[config.mk]
export PLATFORM = sky130hd
export DESIGN_NAME = pixel_fifo
export DESIGN_NICKNAME = d
export VERILOG_FILES = /design/src/common/ppu_types_pkg.sv /design/src/design/pixel_fifo.sv
export SDC_FILE = /design/constraint.sdc
export NUM_CORES = 1
export LEC_CHECK = 0
export ABC_CLOCK_PERIOD_IN_PS = 3100
export BUFFER_PORTS_ARGS = -buffer_cell sky130_fd_sc_hd__buf_4
export CELL_PAD_IN_SITES_DETAIL_PLACEMENT = 0
export CELL_PAD_IN_SITES_GLOBAL_PLACEMENT = 2
export CORE_MARGIN = 5
export CORE_UTILIZATION = 30
export CTS_CLUSTER_DIAMETER = 120
export DETAILED_ROUTE_END_ITERATION = 10
export GPL_TIMING_DRIVEN = 1
export PLACE_DENSITY = 0.56
export SLEW_MARGIN = 5
export SYNTH_ARGS = -nofsm -noshare
export SYNTH_HDL_FRONTEND = slang
export SYNTH_SLANG_ARGS = --single-unit
[constraint.sdc]
create_clock -name clk -period 3.1 [get_ports clk]
set_input_delay 0.62 -clock clk [delete_from_list [all_inputs] [get_ports clk]]
set_output_delay 0.62 -clock clk [all_outputs]
set_load 0.02 [all_outputs]
[src/common/ppu_types_pkg.sv]
package ppu_types_pkg;

  // Visible screen area
  localparam int gb_screen_width  = 160;
  localparam int gb_screen_height = 144;

  // One frame memory word per visible pixel
  localparam int num_pixels      = gb_screen_width * gb_screen_height;
  localparam int scan_addr_width = $clog2(num_pixels);

  // Pixel FIFO geometry
  localparam int pixel_fifo_depth    = 16;
  localparam int pixel_fifo_ptr_bits = $clog2(pixel_fifo_depth);

  // Four grey shades plus a marker that only sprite pixels carry
  typedef enum logic [2:0] {
    gb_color_white       = 3'd0,
    gb_color_light       = 3'd1,
    gb_color_dark        = 3'd2,
    gb_color_black       = 3'd3,
    gb_color_transparent = 3'd4
  } gb_color_t;

  // Background FIFO entry
  typedef struct packed {
    gb_color_t color;
  } bg_pixel_t;

  // Sprite FIFO entry
  // prio is the sprite-behind-background bit, passed along untouched
  typedef struct packed {
    logic      prio;
    gb_color_t color;
  } obj_pixel_t;

endpackage
[src/design/pixel_fifo.sv]
`timescale 1ns/1ps

module pixel_fifo
  import ppu_types_pkg::*;
#(
  parameter type payload_t = bg_pixel_t
) (
  input  logic     clk,
  input  logic     reset,
  input  logic     push,
  input  payload_t push_data,
  input  logic     read_en,
  output payload_t read_data,
  output logic     empty,
  output logic     full
);

  payload_t mem [pixel_fifo_depth];

  logic [pixel_fifo_ptr_bits-1:0] wr_ptr;
  logic [pixel_fifo_ptr_bits-1:0] rd_ptr;
  logic [pixel_fifo_ptr_bits:0]   count;
  logic                           do_push;
  logic                           do_pop;

  assign empty = (count == '0);
  assign full  = (count == (pixel_fifo_ptr_bits + 1)'(pixel_fifo_depth));

  // Pushes into a full FIFO are dropped
  assign do_push = push && !full;
  assign do_pop  = read_en && !empty;

  // Show-ahead: the head entry is always visible
  assign read_data = mem[rd_ptr];

  always_ff @(posedge clk) begin
    if (do_push) begin
      mem[wr_ptr] <= push_data;
    end
  end

  always_ff @(posedge clk or posedge reset) begin
    if (reset) begin
      wr_ptr <= '0;
      rd_ptr <= '0;
      count  <= '0;
    end else begin
      // Pointers wrap naturally, depth is a power of two
      if (do_push) begin
        wr_ptr <= wr_ptr + 1'b1;
      end
      if (do_pop) begin
        rd_ptr <= rd_ptr + 1'b1;
      end
      case ({do_push, do_pop})
        2'b10:   count <= count + 1'b1;
        2'b01:   count <= count - 1'b1;
        default: count <= count;
      endcase
    end
  end

endmodule

==> summary.txt <==
Place
  – Post-DP HPWL: 3810 um
  – PortBufs: 11
  – Placer congestion estimate: 0.730
  – Placement Setup Slack: 0.362 ns

Floorplan
  – Row count: 34
  – Core Region: roughly 8800 sq um
  – Initial Utilization: about 30%
  – Die W: approximately 110 um
  – # IOs: 12
  – DIE AREA: roughly 11000 sq um
  – Die Y-Extent: between 100 and 150 um

Power
  – Maximum VDD drop: ~280 uV
  – Leakage: 0.00114 uW
  – Power Dens Cells: 935 nW/um^2

STA
  – Max Slew Vio Count: 0
  – Slew margin rel.: between 60% and 70%
  – Max Clock Freq: about 360 MHz
  – Slew @ Worst Pin: between 0.5 and 0.6 ns
  – Final Setup Violations: 0
  – Crit path time final: ~2.7 ns
  – Fin crit share: between 80 and 90%
  – Setup TNS: 0 ns
  – Setup ws final: approximately 0.36 ns
  – Worst Clk Skew: ~0.01 ns
  – Hold Fails Final Rpt: 0
  – Unrepaired setup endpoints after global routing: no

Drt
  – TritonRoute pass-1 iters: 4
  – Initial drt markers: a little under 90
  – Number of remaining DRC errors: 0
  – Final WL: ~5400 um
  – Via count: 1450
  – Vias per inst: about 4.6
  – Post-route ant nets: 0
  – Wirelength per Cell: ~17 um

CTS
  – CTS clock-pin slew for the worst setup and hold paths: approximately 0.070 ns
  – H-tree depth: 3
  – Worst skew pair latency: about 0.33 ns
  – Clk sinks: 61
  – CTS Hold Bufs: 0
  – Cts repair resizes: 0
  – Total CTS buffers: 9
  – CTS tree: yes
  – Post-CTS setup buffer count: 0
  – Root Buffer: clkbuf_8
  – Clock buffer depth: 2

Global route
  – GRT Max-Usage Layer: met2
  – Grt met2 use: 16.4%
  – Total Routing Usage GR: between 10% and 20%
  – Initial antenna violation count: 0
  – Pin count of the biggest net entering global routing: 22
  – First-pass GRT wire length: between 8000 and 9000 um
  – Met1 Resource Use GR: between 10% and 20%
  – GRT overflow: 0
  – Number of global-route vias before repair: between 1500 and 2000
  – Met3 Use GR: between 2 and 2.5%

Min path
  – Worst Hold Class: in2async

Finish
  – Layout cell share with drive strength beyond 1: between 20 and 25%
  – FF/Latch Area: around 1800 sq um
  – Ant. Diodes: 0
  – NumNets Final: between 200 and 250
  – Fillers: ~850
  – Area of the multi-input gates: approximately 850 sq um
  – Layout Area Growth over Synthesis: 14.0%

Worst setup path
  – Bufs and invs on worst path: 2
  – CP Max Fanout: 4
  – Kind of critical path: reg2reg
  – Startpoint class of the critical path: flip-flop
  – Critical Path RT: between 3 and 4 ns
  – Crit end category: flip-flop
  – Critical path origin: count[0]
  – CP delay by family, top: simple AND/OR/NAND/NOR gates
  – Critical path cell sequence: nor4_2, nand2_1, and2_1, inv_1, ha_1, inv_1, fa_1, nor2b_1, o21ai_0, nand3_1, or3b_1, xnor2_1
  – Arrival time of the worst setup path: roughly 3.0 ns
  – Reg-to-Reg Start: count[0]
  – CP peak stage delay: around 0.43 ns
  – Most used cell, CP: inv_1
  – CP max stage cell: dfrtp_1

Logic synthesis
  – Register area share after synthesis: between 60% and 70%
  – Most used flip-flop cell after synthesis: edfxtp_1
  – EDFF count, synth: 48
  – Async SR Flop Fraction: a little over a fifth
  – Mapped Area: roughly 2700 sq um
  – YS warnings: 0
  – Cell variety after synth: 34
  – Synthesized area per cell: ~15 sq um
  – #FFs+latches synth: between 60 and 70
  – Post-Syn Instances: 183
  – Syn nets: 200

Flow run
  – Max-Cap Viols: 0

Outcome
  – Status: finished clean
[cell usage after synthesis (4+ instances only)]
library cell	count	area (sq um)
a21oi_1	5	25.0
dfrtp_1	13	325
edfxtp_1	48	1440
ha_1	9	113
inv_1	9	33.8
mux2i_1	10	100
mux4_2	6	135
nand2_1	13	48.8
nor2_1	12	45.0
nor3_1	4	20.0
o21ai_0	10	50.1
xnor2_1	7	61.3
[worst paths after layout]
path | end | slack (ns) | cells past startpoint
max reg2reg | count[4] | 0.36 | 12
max | count[4] | 0.36 | 12
max in group asynchronous | count[1] | 2.41 | 2
min in group clk | count[4] | 0.49 | 1
min reg2reg | count[4] | 0.49 | 1
min | count[4] | 0.33 | 2
[worst register-to-register path, delay by kind of cell, from the launching register on]
family,cells,cell delay (ns)
and+or+nand+nor,6,1.16
adders and majority gates,2,0.64
DFF,1,0.43
buffers and inverters,2,0.16
xor gates and xnor gates,1,0.13
AOI/OAI and AO/OA,1,0.10
[layer usage]
metal	wire length (um)	vias to the layer above
met5	0	-
met4	63	0
met3	153	6
met2	2600	25
met1	2590	719
li1	-	700
[layout make-up]
cell class,count,area share (%)
Sequential cell,61,57.2
Multi-Input combinational cell,105,27.7
Tap cell,108,4.38
Clock buffer,9,4.01
Timing Repair Buffer,13,3.16
Clock inverter,7,2.47
Inverter,9,1.09
[metrics by stage]
| step | instances | utilization [%] | total power, uW | cell area (sq um) | hold WS [ns] |
|---|---|---|---|---|---|
| global route | 312 | 35.2 | 3100 | 3090 | 0.363 |
| global placement | 296 | 33.0 | 2190 | 2890 | 0.485 |
| floorplan | 183 | - | 1930 | 2710 | 0.459 |
| finish | 312 | 35.2 | 2890 | 3090 | 0.326 |
| CTS | 312 | 35.2 | 2930 | 3090 | 0.336 |
| detailed placement | 296 | 33.0 | 2220 | 2890 | 0.483 |
[cell families after synthesis]
kind of cell	after synthesis	share of synthesized area (%)
XOR/XNOR	10	3.23
AO/OA/AOI/OAI	22	4.90
buffers and inverters	17	3.23
multiplexers	20	10.5
adder cells (fa/ha/maj)	10	4.90
AND/OR/NAND/NOR	43	8.04
flip-flops	61	65.2
[cells in the final DEF (no fill, tap or decap)]
cell	Yosys	routed
edfxtp_1	48	48
nand2_1	13	13
dfrtp_1	13	13
buf_4	2	13
nor2_1	12	12
o21ai_0	10	10
mux2i_1	10	10
inv_1	9	9
ha_1	9	9
clkbuf_8	0	9
xnor2_1	7	7
mux4_2	6	6
a21oi_1	5	5
nor3_1	4	4
a221oi_1	3	3
mux2_2	3	3
a22oi_1	3	3
xor2_1	3	3
clkinv_4	0	3
and2_1	2	2
nor2b_1	2	2
nand2b_1	2	2
nand3_1	2	2
clkinvlp_4	0	2
nor4_2	1	1
and2b_2	1	1
nor2b_2	1	1
mux2_4	1	1
nand2_4	1	1
or3b_1	1	1
nand4_1	1	1
a21o_2	1	1
fa_1	1	1
clkinv_2	0	1
bufinv_16	0	1
[flip-flops by register name (all words and copies together), names as in the netlist]
register / cells
count: 5
mem: 48
rd_ptr: 4
wr_ptr: 4
[report_power, final]
part	internal, uW	switching (uW)
sequential	1040	163
combinational	448	535
clock	373	331
No activity file was read; power rests on OpenSTA's default activity.
